[config.mk]
export PLATFORM = sky130hd
export DESIGN_NAME = load_unit
export DESIGN_NICKNAME = d
export VERILOG_FILES = /design/src/hw/ld_pkg.sv /design/src/hw/ld_buffer.sv /design/src/hw/ld_req_fsm.sv /design/src/hw/ld_result_align.sv /design/src/hw/load_unit.sv
export SDC_FILE = /design/constraint.sdc
export NUM_CORES = 1
export LEC_CHECK = 0
export BUFFER_PORTS_ARGS = -buffer_cell sky130_fd_sc_hd__buf_2
export CAP_MARGIN = 30
export CORE_MARGIN = 1.5
export CORE_UTILIZATION = 44
export DETAILED_ROUTE_END_ITERATION = 10
export GPL_TIMING_DRIVEN = 0
export PLACE_DENSITY = 0.82
export SYNTH_ARGS = -nofsm -noshare
export SYNTH_HDL_FRONTEND = slang
export SYNTH_SLANG_ARGS = --single-unit
[constraint.sdc]
create_clock -name clk_i -period 3.7 [get_ports clk_i]
set_input_delay 0.37 -clock clk_i [delete_from_list [all_inputs] [get_ports clk_i]]
set_output_delay 0.37 -clock clk_i [all_outputs]
set_load 0.1 [all_outputs]
[src/hw/ld_pkg.sv]
/* load unit package: widths, load opcodes, FSM states and the packed structs
   shared by the request FSM, the load buffer, the aligner and the cache port */
`default_nettype none

package ld_pkg;

  // ------------------------------
  // widths
  // ------------------------------
  localparam int unsigned XLEN       = 64;
  localparam int unsigned XLEN_BYTES = XLEN / 8;
  localparam int unsigned OFFSET_W   = 3;
  localparam int unsigned ADDR_W     = 32;
  // index is address bits 11..0, the tag is everything above it
  localparam int unsigned INDEX_W    = 12;
  localparam int unsigned TAG_W      = ADDR_W - INDEX_W;
  localparam int unsigned TRANS_ID_W = 3;
  // four loads in flight, so the cache request id is two bits
  localparam int unsigned NR_LDBUF   = 4;
  localparam int unsigned LDBUF_ID_W = 2;

  // ------------------------------
  // encodings
  // ------------------------------
  // signed and unsigned variants of each access size
  typedef enum logic [2:0] {
    LD, LW, LWU, LH, LHU, LB, LBU
  } ld_op_e;

  typedef enum logic [1:0] {
    IDLE, WAIT_GNT, SEND_TAG, WAIT_FLUSH
  } ld_state_e;

  // ------------------------------
  // structs
  // ------------------------------
  typedef struct packed {
    logic [TRANS_ID_W-1:0] trans_id;
    logic [ADDR_W-1:0]     addr;
    ld_op_e                op;
  } ld_req_t;

  // what the buffer keeps per outstanding load to realign the answer later
  typedef struct packed {
    logic [TRANS_ID_W-1:0] trans_id;
    logic [OFFSET_W-1:0]   offset;
    ld_op_e                op;
  } ldbuf_entry_t;

  typedef struct packed {
    logic                  data_req;
    logic [INDEX_W-1:0]    address_index;
    logic [LDBUF_ID_W-1:0] data_id;
    logic                  tag_valid;
    logic [TAG_W-1:0]      address_tag;
    logic                  kill_req;
  } dcache_req_t;

  typedef struct packed {
    logic                  data_gnt;
    logic                  data_rvalid;
    logic [LDBUF_ID_W-1:0] data_rid;
    logic [XLEN-1:0]       data_rdata;
  } dcache_rsp_t;

  typedef struct packed {
    logic [TRANS_ID_W-1:0] trans_id;
    logic [XLEN-1:0]       data;
  } ld_result_t;

endpackage

`default_nettype wire

[src/hw/ld_buffer.sv]
/* load buffer: tracks outstanding loads by cache request id, allocates the
   lowest free slot and marks loads issued before a flush */
`default_nettype none

module ld_buffer (
  input  wire logic                           clk_i,
  input  wire logic                           rst_ni,
  input  wire logic                           flush_i,
  // allocation side
  input  wire logic                           alloc_i,
  input  wire ld_pkg::ldbuf_entry_t           alloc_entry_i,
  output logic [ld_pkg::LDBUF_ID_W-1:0]       free_id_o,
  output logic                                full_o,
  // response side
  input  wire logic                           rsp_valid_i,
  input  wire logic [ld_pkg::LDBUF_ID_W-1:0]  rsp_id_i,
  input  wire logic                           kill_i,
  output ld_pkg::ldbuf_entry_t                rd_entry_o,
  output logic                                rd_valid_o
);

  logic [ld_pkg::NR_LDBUF-1:0]    valid_d, valid_q;
  logic [ld_pkg::NR_LDBUF-1:0]    flushed_d, flushed_q;
  logic [ld_pkg::LDBUF_ID_W-1:0]  last_id_q;
  ld_pkg::ldbuf_entry_t           entry_q [ld_pkg::NR_LDBUF];

  assign full_o = &valid_q;

  // lowest free slot wins, scanning from the top so the last hit is kept
  always_comb begin : free_search
    free_id_o = '0;
    for (int i = ld_pkg::NR_LDBUF - 1; i >= 0; i--) begin
      if (!valid_q[i]) begin
        free_id_o = i[ld_pkg::LDBUF_ID_W-1:0];
      end
    end
  end

  always_comb begin : flags_comb
    valid_d   = valid_q;
    flushed_d = flushed_q;
    // everything in flight now belongs to the squashed path
    if (flush_i) begin
      flushed_d = '1;
    end
    if (rsp_valid_i) begin
      valid_d[rsp_id_i] = 1'b0;
    end
    // a fresh load in a slot starts out unflushed
    if (alloc_i) begin
      valid_d[free_id_o]   = 1'b1;
      flushed_d[free_id_o] = 1'b0;
    end
  end

  always_ff @(posedge clk_i or negedge rst_ni) begin : flags_ff
    if (!rst_ni) begin
      valid_q   <= '0;
      flushed_q <= '0;
      last_id_q <= '0;
    end else begin
      valid_q   <= valid_d;
      flushed_q <= flushed_d;
      if (alloc_i) begin
        last_id_q <= free_id_o;
      end
    end
  end

  always_ff @(posedge clk_i) begin : entry_ff
    if (alloc_i) begin
      entry_q[free_id_o] <= alloc_entry_i;
    end
  end

  // ------------------------------
  // response lookup
  // ------------------------------
  assign rd_entry_o = entry_q[rsp_id_i];

  // a kill only hits the most recent load, whose tag is the one being killed
  assign rd_valid_o = rsp_valid_i & ~flushed_q[rsp_id_i] & ~flush_i &
                      ~(kill_i && (rsp_id_i == last_id_q));

endmodule

`default_nettype wire

[src/hw/ld_req_fsm.sv]
/* load request FSM: drives the data cache index and tag phases, pops the
   input on the index grant and kills the tag in flight on a flush */
`default_nettype none

module ld_req_fsm (
  input  wire logic                           clk_i,
  input  wire logic                           rst_ni,
  input  wire logic                           flush_i,
  // load request input
  input  wire logic                           valid_i,
  input  wire ld_pkg::ld_req_t                req_i,
  output logic                                ready_o,
  // load buffer status
  input  wire logic                           ldbuf_full_i,
  input  wire logic [ld_pkg::LDBUF_ID_W-1:0]  ldbuf_free_id_i,
  // data cache request side
  input  wire logic                           dcache_gnt_i,
  output ld_pkg::dcache_req_t                 dcache_req_o,
  // allocation into the load buffer
  output logic                                alloc_o,
  output ld_pkg::ldbuf_entry_t                alloc_entry_o
);

  ld_pkg::ld_state_e           state_d, state_q;
  logic                        data_req;
  logic                        tag_valid;
  logic                        kill_req;
  logic                        issue;
  logic                        grant;
  logic [ld_pkg::TAG_W-1:0]    tag_q;

  // a new index can go out only with room in the buffer and no flush
  assign issue = valid_i & ~ldbuf_full_i & ~flush_i;
  assign grant = data_req & dcache_gnt_i;

  // ------------------------------
  // next state
  // ------------------------------
  always_comb begin : fsm_comb
    state_d   = state_q;
    data_req  = 1'b0;
    tag_valid = 1'b0;
    kill_req  = 1'b0;

    case (state_q)
      // the tag of the previous grant goes out while the next index may be issued
      ld_pkg::IDLE, ld_pkg::SEND_TAG: begin
        tag_valid = (state_q == ld_pkg::SEND_TAG);
        state_d   = ld_pkg::IDLE;
        if (issue) begin
          data_req = 1'b1;
          state_d  = dcache_gnt_i ? ld_pkg::SEND_TAG : ld_pkg::WAIT_GNT;
        end
      end

      // hold the index until the cache grants it
      ld_pkg::WAIT_GNT: begin
        data_req = ~flush_i;
        if (grant) begin
          state_d = ld_pkg::SEND_TAG;
        end
      end

      // kill whatever tag the cache may still expect, then start over
      ld_pkg::WAIT_FLUSH: begin
        kill_req  = 1'b1;
        tag_valid = 1'b1;
        state_d   = ld_pkg::IDLE;
      end

      default: state_d = ld_pkg::IDLE;
    endcase

    // flush overrides everything else
    if (flush_i) begin
      state_d = ld_pkg::WAIT_FLUSH;
    end
  end

  always_ff @(posedge clk_i or negedge rst_ni) begin : fsm_ff
    if (!rst_ni) begin
      state_q <= ld_pkg::IDLE;
    end else begin
      state_q <= state_d;
    end
  end

  // the tag is sampled at the grant since req_i may change right after
  always_ff @(posedge clk_i) begin : tag_ff
    if (grant) begin
      tag_q <= req_i.addr[ld_pkg::ADDR_W-1:ld_pkg::INDEX_W];
    end
  end

  // ------------------------------
  // outputs
  // ------------------------------
  assign ready_o = grant;
  assign alloc_o = grant;

  assign alloc_entry_o.trans_id = req_i.trans_id;
  assign alloc_entry_o.offset   = req_i.addr[ld_pkg::OFFSET_W-1:0];
  assign alloc_entry_o.op       = req_i.op;

  // request id of the cache access is the slot the buffer will fill
  assign dcache_req_o.data_req      = data_req;
  assign dcache_req_o.address_index = req_i.addr[ld_pkg::INDEX_W-1:0];
  assign dcache_req_o.data_id       = ldbuf_free_id_i;
  assign dcache_req_o.tag_valid     = tag_valid;
  assign dcache_req_o.address_tag   = tag_q;
  assign dcache_req_o.kill_req      = kill_req;

endmodule

`default_nettype wire

[src/hw/ld_result_align.sv]
/* result aligner: shifts the returned cache word down to the load's byte
   offset and sign- or zero-extends it by load type */
`default_nettype none

module ld_result_align (
  input  wire logic [ld_pkg::XLEN-1:0]  rdata_i,
  input  wire ld_pkg::ldbuf_entry_t     entry_i,
  output ld_pkg::ld_result_t            result_o
);

  logic [ld_pkg::XLEN-1:0]        shifted;
  logic [ld_pkg::XLEN_BYTES-1:0]  sign_bits;
  logic [ld_pkg::OFFSET_W-1:0]    sign_offset;
  logic                           is_signed;
  logic                           sign_bit;

  // byte offset times eight gives the bit shift
  assign shifted = rdata_i >> {entry_i.offset, 3'b000};

  // ------------------------------
  // sign bit, in parallel to the shift
  // ------------------------------
  // top bit of every byte in the raw word
  for (genvar i = 0; i < ld_pkg::XLEN_BYTES; i++) begin : gen_sign_bits
    assign sign_bits[i] = rdata_i[i*8+7];
  end

  assign is_signed = entry_i.op inside {ld_pkg::LW, ld_pkg::LH, ld_pkg::LB};

  // the field's top byte sits three or one bytes above the offset for words and halves
  always_comb begin : sign_sel
    case (entry_i.op)
      ld_pkg::LW, ld_pkg::LWU: sign_offset = entry_i.offset + 3'd3;
      ld_pkg::LH, ld_pkg::LHU: sign_offset = entry_i.offset + 3'd1;
      default:                 sign_offset = entry_i.offset;
    endcase
  end

  // unsigned loads pull the fill bit to zero
  assign sign_bit = is_signed & sign_bits[sign_offset];

  // ------------------------------
  // extension
  // ------------------------------
  always_comb begin : ext_mux
    case (entry_i.op)
      ld_pkg::LW, ld_pkg::LWU: result_o.data = {{32{sign_bit}}, shifted[31:0]};
      ld_pkg::LH, ld_pkg::LHU: result_o.data = {{48{sign_bit}}, shifted[15:0]};
      ld_pkg::LB, ld_pkg::LBU: result_o.data = {{56{sign_bit}}, shifted[7:0]};
      default:                 result_o.data = shifted;
    endcase
  end

  assign result_o.trans_id = entry_i.trans_id;

endmodule

`default_nettype wire

[src/hw/load_unit.sv]
/* load unit top: request FSM, load buffer and result aligner around a
   two-phase data cache port with out-of-order responses */
`default_nettype none

module load_unit (
  input  wire logic                 clk_i,
  input  wire logic                 rst_ni,
  input  wire logic                 flush_i,
  // load requests
  input  wire logic                 valid_i,
  input  wire ld_pkg::ld_req_t      req_i,
  output logic                      ready_o,
  // data cache
  output ld_pkg::dcache_req_t       dcache_req_o,
  input  wire ld_pkg::dcache_rsp_t  dcache_rsp_i,
  // results, no back-pressure
  output logic                      valid_o,
  output ld_pkg::ld_result_t        result_o
);

  logic                           alloc;
  ld_pkg::ldbuf_entry_t           alloc_entry;
  logic [ld_pkg::LDBUF_ID_W-1:0]  free_id;
  logic                           ldbuf_full;
  ld_pkg::ldbuf_entry_t           rd_entry;

  ld_req_fsm i_ld_req_fsm (
    .clk_i           (clk_i),
    .rst_ni          (rst_ni),
    .flush_i         (flush_i),
    .valid_i         (valid_i),
    .req_i           (req_i),
    .ready_o         (ready_o),
    .ldbuf_full_i    (ldbuf_full),
    .ldbuf_free_id_i (free_id),
    .dcache_gnt_i    (dcache_rsp_i.data_gnt),
    .dcache_req_o    (dcache_req_o),
    .alloc_o         (alloc),
    .alloc_entry_o   (alloc_entry)
  );

  // the response id indexes the buffer directly
  ld_buffer i_ld_buffer (
    .clk_i         (clk_i),
    .rst_ni        (rst_ni),
    .flush_i       (flush_i),
    .alloc_i       (alloc),
    .alloc_entry_i (alloc_entry),
    .free_id_o     (free_id),
    .full_o        (ldbuf_full),
    .rsp_valid_i   (dcache_rsp_i.data_rvalid),
    .rsp_id_i      (dcache_rsp_i.data_rid),
    .kill_i        (dcache_req_o.kill_req),
    .rd_entry_o    (rd_entry),
    .rd_valid_o    (valid_o)
  );

  ld_result_align i_ld_result_align (
    .rdata_i  (dcache_rsp_i.data_rdata),
    .entry_i  (rd_entry),
    .result_o (result_o)
  );

endmodule

`default_nettype wire

==> results of run 1 <==
## stage by stage
stage	worst slack (ns)	power, mW
finish	-0.453	4.23
global route	-0.509	4.32
CTS	-0.357	4.12
detailed placement	-0.502	2.83
global placement	-0.467	2.80
floorplan	-0.750	2.50
## how the worst min path moves through the flow
stage / cells past startpoint / slack (ns) / to
after detailed placement: 1 / 0.26 / i_ld_req_fsm.state_q[1]
after global placement: 1 / 0.25 / i_ld_req_fsm.state_q[1]
after CTS: 1 / 0.21 / i_ld_req_fsm.tag_q[0]
final: 1 / 0.21 / i_ld_req_fsm.tag_q[0]
after floorplan: 0 / 0.07 / i_ld_buffer.flushed_q[0]
after global routing: 1 / 0.20 / i_ld_req_fsm.tag_q[4]
## registers in the layout, indices dropped and copies added, names as in the netlist
name,count
i_ld_buffer.entry_q,36
i_ld_req_fsm.tag_q,20
i_ld_req_fsm.state_q,2
i_ld_buffer.valid_q,4
i_ld_buffer.flushed_q,4
i_ld_buffer.last_id_q,2
## cell families (layout without fill, tap and decap cells)
family / count (synthesis) / count (layout)
buffers and inverters: 60 / 314
flip-flops: 68 / 68
AO/OA/AOI/OAI: 81 / 81
multiplexers: 100 / 100
XOR/XNOR: 4 / 4
AND/OR/NAND/NOR: 137 / 137
adder cells (fa/ha/maj): 1 / 1
## critical path, stage by stage, from the launching register on
cell and delay [ns]:
edfxtp_1 0.38, mux2i_1 0.09, mux2_4 0.29, clkbuf_8 0.15, or3_4 0.40, o21ai_2 0.07, fa_2 0.48, mux4_2 0.30
and3_4 0.20, o211ai_4 0.29, buf_6 0.17, buf_12 0.14, o311ai_4 0.20, buf_12 0.25
## per-layer routing
layer / share of wire, % / vias up / global-route usage (%)
li1: - / 2258 / -
met1: 32 / 2803 / 42.0
met2: 47 / 571 / 63.2
met3: 13 / 217 / 25.8
met4: 8.2 / 2 / 30.1
met5: 0.19 / - / 9.38
## synthesized netlist by cell type (2+ instances only)
| cell | n | area share, % |
|---|---|---|
| mux2i_1 | 66 | 13 |
| edfxtp_1 | 56 | 33 |
| nand2_1 | 56 | 4.2 |
| mux4_2 | 30 | 13 |
| nand3_1 | 27 | 2.7 |
| nor2_1 | 22 | 1.6 |
| clkbuf_1 | 20 | 1.5 |
| a31oi_1 | 16 | 2.0 |
| buf_4 | 16 | 2.4 |
| a211oi_1 | 15 | 2.2 |
| buf_2 | 13 | 1.3 |
| dfrtp_1 | 12 | 6.0 |
| a221oi_1 | 8 | 1.4 |
| o21ai_0 | 8 | 0.80 |
| o311ai_0 | 8 | 1.4 |
| nand3b_1 | 7 | 1.0 |
| buf_6 | 6 | 1.3 |
| nand2b_1 | 5 | 0.62 |
| o211ai_1 | 5 | 0.75 |
| o221ai_1 | 5 | 0.87 |
| mux2_2 | 4 | 0.89 |
| xnor2_1 | 4 | 0.70 |
| a21o_1 | 3 | 0.45 |
| and2_0 | 3 | 0.37 |
| nor3_1 | 3 | 0.30 |
| o2bb2ai_1 | 3 | 0.52 |
| or3_1 | 3 | 0.37 |
| a21oi_1 | 2 | 0.20 |
| and3_1 | 2 | 0.25 |
| and3b_1 | 2 | 0.35 |
| buf_1 | 2 | 0.15 |
| inv_1 | 2 | 0.15 |
| nor3b_1 | 2 | 0.30 |
| o21bai_1 | 2 | 0.30 |
## area by class of cell
class,count,area [sq um]
multi-input cells,323,3540
fillers,557,2320
repair buffers,243,2220
flip-flops and latches,68,1980
plain buffers,52,414
clock buffers,9,225
well taps,140,175
clock inverters,7,82.6
inverters,3,23.8
## report_power, final
part           internal (mW)  switching (mW)  leakage (nW)
Clock                  0.533           0.343         0.145
Sequential             0.873          0.0265         0.646
Combinational          0.786            1.67          2.98
## what timing repair did
item | CTS | global route
buffers inserted | 23 | 10
endpoints found under the setup margin | 56 | 56
pin swaps | 18 | 4
gates resized for setup | 231 | 40
gates cloned | 5 | 0
hold buffers | 1 | 0
endpoints found under the hold margin | 12 | 0
==> impl_metrics.env, run 1 <==
export IMPL_initial_core_util_pct=45.8
export IMPL_vias=5851
export IMPL_fin_area_sq_mm=0.00866
export IMPL_layout_commonest_cell="buf_2"
export IMPL_cts_buffers_inserted=9
export IMPL_yosys_warnings=0
export IMPL_vias_per_cell=6.92
export IMPL_fin_cells=845
export IMPL_num_rows=38
export IMPL_fmax_mhz=241
export IMPL_post_dp_cell_area_sq_mm=0.00703
export IMPL_ioPinCount=216
export IMPL_path_max_fanout=5
export IMPL_drtPass1Iterations=6
export IMPL_ys_seq_area_share_pct=39.4
export IMPL_wl_per_cell_um=28.9
export IMPL_syn_nets=562
export IMPL_cp_required_ns=3.33
export IMPL_grt_pass1_vias=6106
export IMPL_fin_nets=811
export IMPL_fin_skew_ns=0.00702
export IMPL_cp_end_kind="output port"
export IMPL_synthMuxAreaShare_pct=27.4
export IMPL_critical_path_arrival_ns=3.78
export IMPL_reg2reg_depth=4
export IMPL_path_clk_slew_ns=0.06
export IMPL_holdWs_ns=0.215
export IMPL_fp_dieW_um=110
export IMPL_synth_area_sq_mm=0.00503
export IMPL_synthFlopType="edfxtp_1"
export IMPL_cts_htree_levels=3
export IMPL_coreArea_sq_mm=0.0110
export IMPL_drtIter0Drc=895
export IMPL_power_leakage_nw=3.77
export IMPL_drv_slew=0
export IMPL_reg2reg_slack_ns=1.30
export IMPL_postSynth_asyncResetShare_pct=17.6
export IMPL_grt_use_total_pct=42.0
export IMPL_endpoint="result_o[50]"
export IMPL_final_hold_viol_count=0
export IMPL_min_period_ns=4.15
export IMPL_worst_slack_ns=-0.453
export IMPL_synth_seq_cells=68
export IMPL_cts_sinks=68
export IMPL_rsz0062_at_grt="yes"
export IMPL_overflow=0
export IMPL_cts_tree="built"
export IMPL_area_growth_pct=72.0
export IMPL_syn_instance_count=451
export IMPL_hold_class="input pin to register"
export IMPL_p_per_area_mw_per_mm2=488
export IMPL_critPathLaunchType="register"
export IMPL_dp_cells=800
export IMPL_peakVddDrop_mv=0.568
export IMPL_antenna_found_initial=0
export IMPL_setup_viol=48
export IMPL_crit_path_start="i_ld_buffer.entry_q[3][2]"
export IMPL_antenna_cells=0
export IMPL_yosys_area_share_adder_pct=0.398
export IMPL_worstSetupPathType="register to output port"
export IMPL_layout_drive_gt1_share_pct=57.3
export IMPL_r2r_end="i_ld_buffer.entry_q[3][8]"
export IMPL_insertion_delay_ns=0.33
export IMPL_grt_pass1_wl_um=36200
export IMPL_slew_headroom_pct=29.3
export IMPL_antenna_left=0
export IMPL_portBuffers=203
export IMPL_synthSimpleGateAreaFrac_pct=12.8
export IMPL_timing_rr_start="i_ld_buffer.valid_q[0]"
export IMPL_fin_setup_tns_ns=-14.16
export IMPL_fin_util_pct=78.9
export IMPL_ys_types=47
export IMPL_maxCapViolCount=0
export IMPL_hold_start="req_i[15]"
export IMPL_synth_compound_area_share_pct=12.4
export IMPL_synth_edf_count=56
export IMPL_synth_top_family_by_area="multiplexers"
export IMPL_period_share_pct=112
export IMPL_dieArea_sq_mm=0.0121
export IMPL_dp_hpwl_um=13500
export IMPL_synthXorXnorAreaFrac_pct=0.696
export IMPL_tightest_slew_ns=1.06
export IMPL_cts_buffer_depth=2
export IMPL_syn_mean_instance_area_sq_um=11.2
export IMPL_routabilityCongestion=0.901
export IMPL_drc=0
export IMPL_grt_max_degree=20
export IMPL_final_cell_mix="buf_2 (159), buf_12 (61), mux2i_1 (61)"
export IMPL_outcome="finished, violations left"
export IMPL_wirelength_um=24400
export IMPL_die_h_um=110
export IMPL_violations="negative setup slack"
export IMPL_cts_root_buf="clkbuf_16"
No activity file was read; power rests on OpenSTA's default activity.
==> run 2: changes to the inputs <==
--- a/config.mk
+++ b/config.mk
@@ -12,6 +12,7 @@
 export DETAILED_ROUTE_END_ITERATION = 10
 export GPL_TIMING_DRIVEN = 0
 export PLACE_DENSITY = 0.82
+export SKIP_LAST_GASP = 1
 export SYNTH_ARGS = -nofsm -noshare
 export SYNTH_HDL_FRONTEND = slang
 export SYNTH_SLANG_ARGS = --single-unit
==> run 2 against run 1 <==
- sequential share of layout area up 0.23 points
- core utilization shrank 0.77 points
- clock skew hardly changed
- count of clock-buffer cells in the layout did not move
- the flow still finishes with violations (negative setup slack)
- power decreased by 0.49%
- largest power group unchanged
- maximum frequency is 3.2% higher
- critical endpoint is now result_o[53]
- combinational power about the same
- critical path type unchanged
==> impl_metrics.env, run 2 (synthesized netlist as in run 1, its figures left out) <==
export IMPL_outcome="finished, violations left"
export IMPL_violations="negative setup slack"
export IMPL_fin_area_sq_mm=0.00858
export IMPL_die_h_um=110
export IMPL_insertion_delay_ns=0.33
export IMPL_cts_sinks=68
export IMPL_drtIter0Drc=846
export IMPL_min_period_ns=4.02
export IMPL_final_cell_mix="buf_2 (160), buf_12 (59), mux2i_1 (58)"
export IMPL_grt_use_total_pct=41.5
export IMPL_p_seq_share_pct=21.4
export IMPL_coreArea_sq_mm=0.0110
export IMPL_p_sw_mw=2.02
export IMPL_path_max_fanout=5
export IMPL_period_share_pct=109
export IMPL_portBuffers=203
export IMPL_ioPinCount=216
export IMPL_total_power_mw=4.21
export IMPL_crit_path_max_incr_delay_ns=0.52
export IMPL_overflow=0
export IMPL_layout_commonest_cell="buf_2"
export IMPL_dp_hpwl_um=13500
export IMPL_area_growth_pct=70.4
export IMPL_worst_path_max_delay_cell="mux4_2"
export IMPL_antenna_found_initial=0
export IMPL_vias=5734
export IMPL_final_hold_viol_count=0
export IMPL_p_comb_share_pct=57.8
export IMPL_slew_headroom_pct=31.4
export IMPL_cts_buffers_inserted=9
export IMPL_fin_nets=808
export IMPL_fin_skew_ns=0.00728
export IMPL_post_dp_cell_area_sq_mm=0.00703
export IMPL_dieArea_sq_mm=0.0121
export IMPL_p_per_area_mw_per_mm2=490
export IMPL_cp_top_family="multiplexers"
export IMPL_fin_util_pct=78.1
export IMPL_critical_path_arrival_ns=3.65
export IMPL_tightest_slew_ns=1.03
export IMPL_peakVddDrop_mv=0.562
export IMPL_antenna_cells=0
export IMPL_path_clk_slew_ns=0.06
export IMPL_layout_drive_gt1_share_pct=56.8
export IMPL_top_regs="i_ld_buffer.entry_q x36, i_ld_req_fsm.tag_q x20"
export IMPL_rsz0062_at_grt="yes"
export IMPL_num_rows=38
export IMPL_nFillCells=571
export IMPL_wirelength_um=23900
export IMPL_grt_max_degree=20
export IMPL_crit_top_cell="mux4_2"
export IMPL_p_clk_share_pct=20.8
export IMPL_switching_share_pct=48.1
export IMPL_cts_htree_levels=3
export IMPL_grt_pass1_wl_um=35500
export IMPL_power_leakage_nw=3.72
export IMPL_routabilityCongestion=0.901
export IMPL_cts_tree="built"
export IMPL_fp_dieW_um=110
export IMPL_maxCapViolCount=0
export IMPL_crit_buf_inv=3
export IMPL_antenna_left=0
export IMPL_cellInternalPower_mw=2.18
export IMPL_cp_end_kind="output port"
export IMPL_holdWs_ns=0.215
export IMPL_drc=0
export IMPL_cts_root_buf="clkbuf_16"
export IMPL_crit_path_cell_trace="mux4_2, or3_4, o21ai_2, fa_2, mux4_2, and3_4, o211ai_4, buf_6, buf_12, o311ai_1, clkbuf_8"
export IMPL_wl_per_cell_um=28.3
export IMPL_regMostFlops="i_ld_buffer.entry_q"
export IMPL_worst_slack_ns=-0.323
export IMPL_cp_required_ns=3.33
export IMPL_drv_slew=0
export IMPL_largest_reg_flops=36
export IMPL_initial_core_util_pct=45.8
export IMPL_vias_per_cell=6.81
export IMPL_dp_slack_ns=-0.502
export IMPL_fmax_mhz=249
export IMPL_cts_buffer_depth=2
export IMPL_hold_class="input pin to register"
export IMPL_worstSetupPathType="register to output port"
export IMPL_setup_viol=48
export IMPL_drtPass1Iterations=8
export IMPL_grt_pass1_vias=5968
export IMPL_critPathLaunchType="register"
[run 2: changes by cell type in the layout (fill, tap and decap cells not counted), moves of 2 or more]
| cell | change |
|---|---|
| mux2i_2 | +3 |
| buf_8 | -2 |
| buf_6 | +4 |
| buf_12 | -2 |
| mux2i_1 | -3 |
| buf_4 | -4 |
| a211oi_1 | +3 |
| a211oi_2 | -3 |
[run 2: through the flow]
stage	TNS [ns]	std cells
3_5_place_dp	-21.03	800
5_1_grt	-14.71	842
2_1_floorplan	-7.64	451
6_report	-11.85	842
3_3_place_gp	-18.52	794
4_1_cts	-14.55	844
[run 2: worst paths after layout]
path	end	depth (start not counted)	startpoint	slack, ns
max	result_o[53]	11	i_ld_buffer.entry_q[3][0]	-0.32
min	i_ld_req_fsm.tag_q[0]	1	req_i[15]	0.21
max reg2reg	i_ld_buffer.entry_q[3][8]	4	i_ld_buffer.valid_q[0]	1.26
min reg2reg	i_ld_buffer.flushed_q[3]	2	i_ld_buffer.flushed_q[3]	0.51
min in group asynchronous	i_ld_buffer.valid_q[3]	2	rst_ni	0.46
max in group asynchronous	i_ld_buffer.valid_q[0]	2	rst_ni	3.02
[run 2: what timing repair did]
item	4_1_cts	5_1_grt
pin swaps	16	6
gates cloned	5	0
resized for setup	223	39
endpoints found under the hold margin	12	0
buffers inserted	23	6
setup endpoints to repair	56	56
hold buffers	1	0
[run 2: area by class of cell]
class / instances / area (sq um) / share of cell area [%]
clock buffer: 9 / 225 / 2.63
sequential: 68 / 1980 / 23.1
multi-input combinational: 323 / 3520 / 41.0
buffer: 51 / 388 / 4.52
timing repair buffer: 241 / 2180 / 25.5
clock inverter: 7 / 82.6 / 0.963
tap: 140 / 175 / 2.04
inverter: 3 / 23.8 / 0.277
[run 2: power by group through the flow]
| stage | Combinational (mW) | Sequential, mW | Clock [mW] |
|---|---|---|---|
| 2_1_floorplan | 1.55 | 0.953 | 0 |
| 3_3_place_gp | 1.89 | 0.909 | 0 |
| 3_5_place_dp | 1.92 | 0.913 | 0 |
| 4_1_cts | 2.32 | 0.898 | 0.881 |
| 5_1_grt | 2.48 | 0.904 | 0.910 |
| 6_report | 2.43 | 0.901 | 0.876 |
[run 2: routing by layer]
| layer | part of all wire, % | track usage [%] |
|---|---|---|
| met1 | 32 | 42.5 |
| met3 | 13 | 24.7 |
| met2 | 48 | 63.0 |
| met5 | 0.096 | 3.13 |
| met4 | 7.6 | 28.5 |
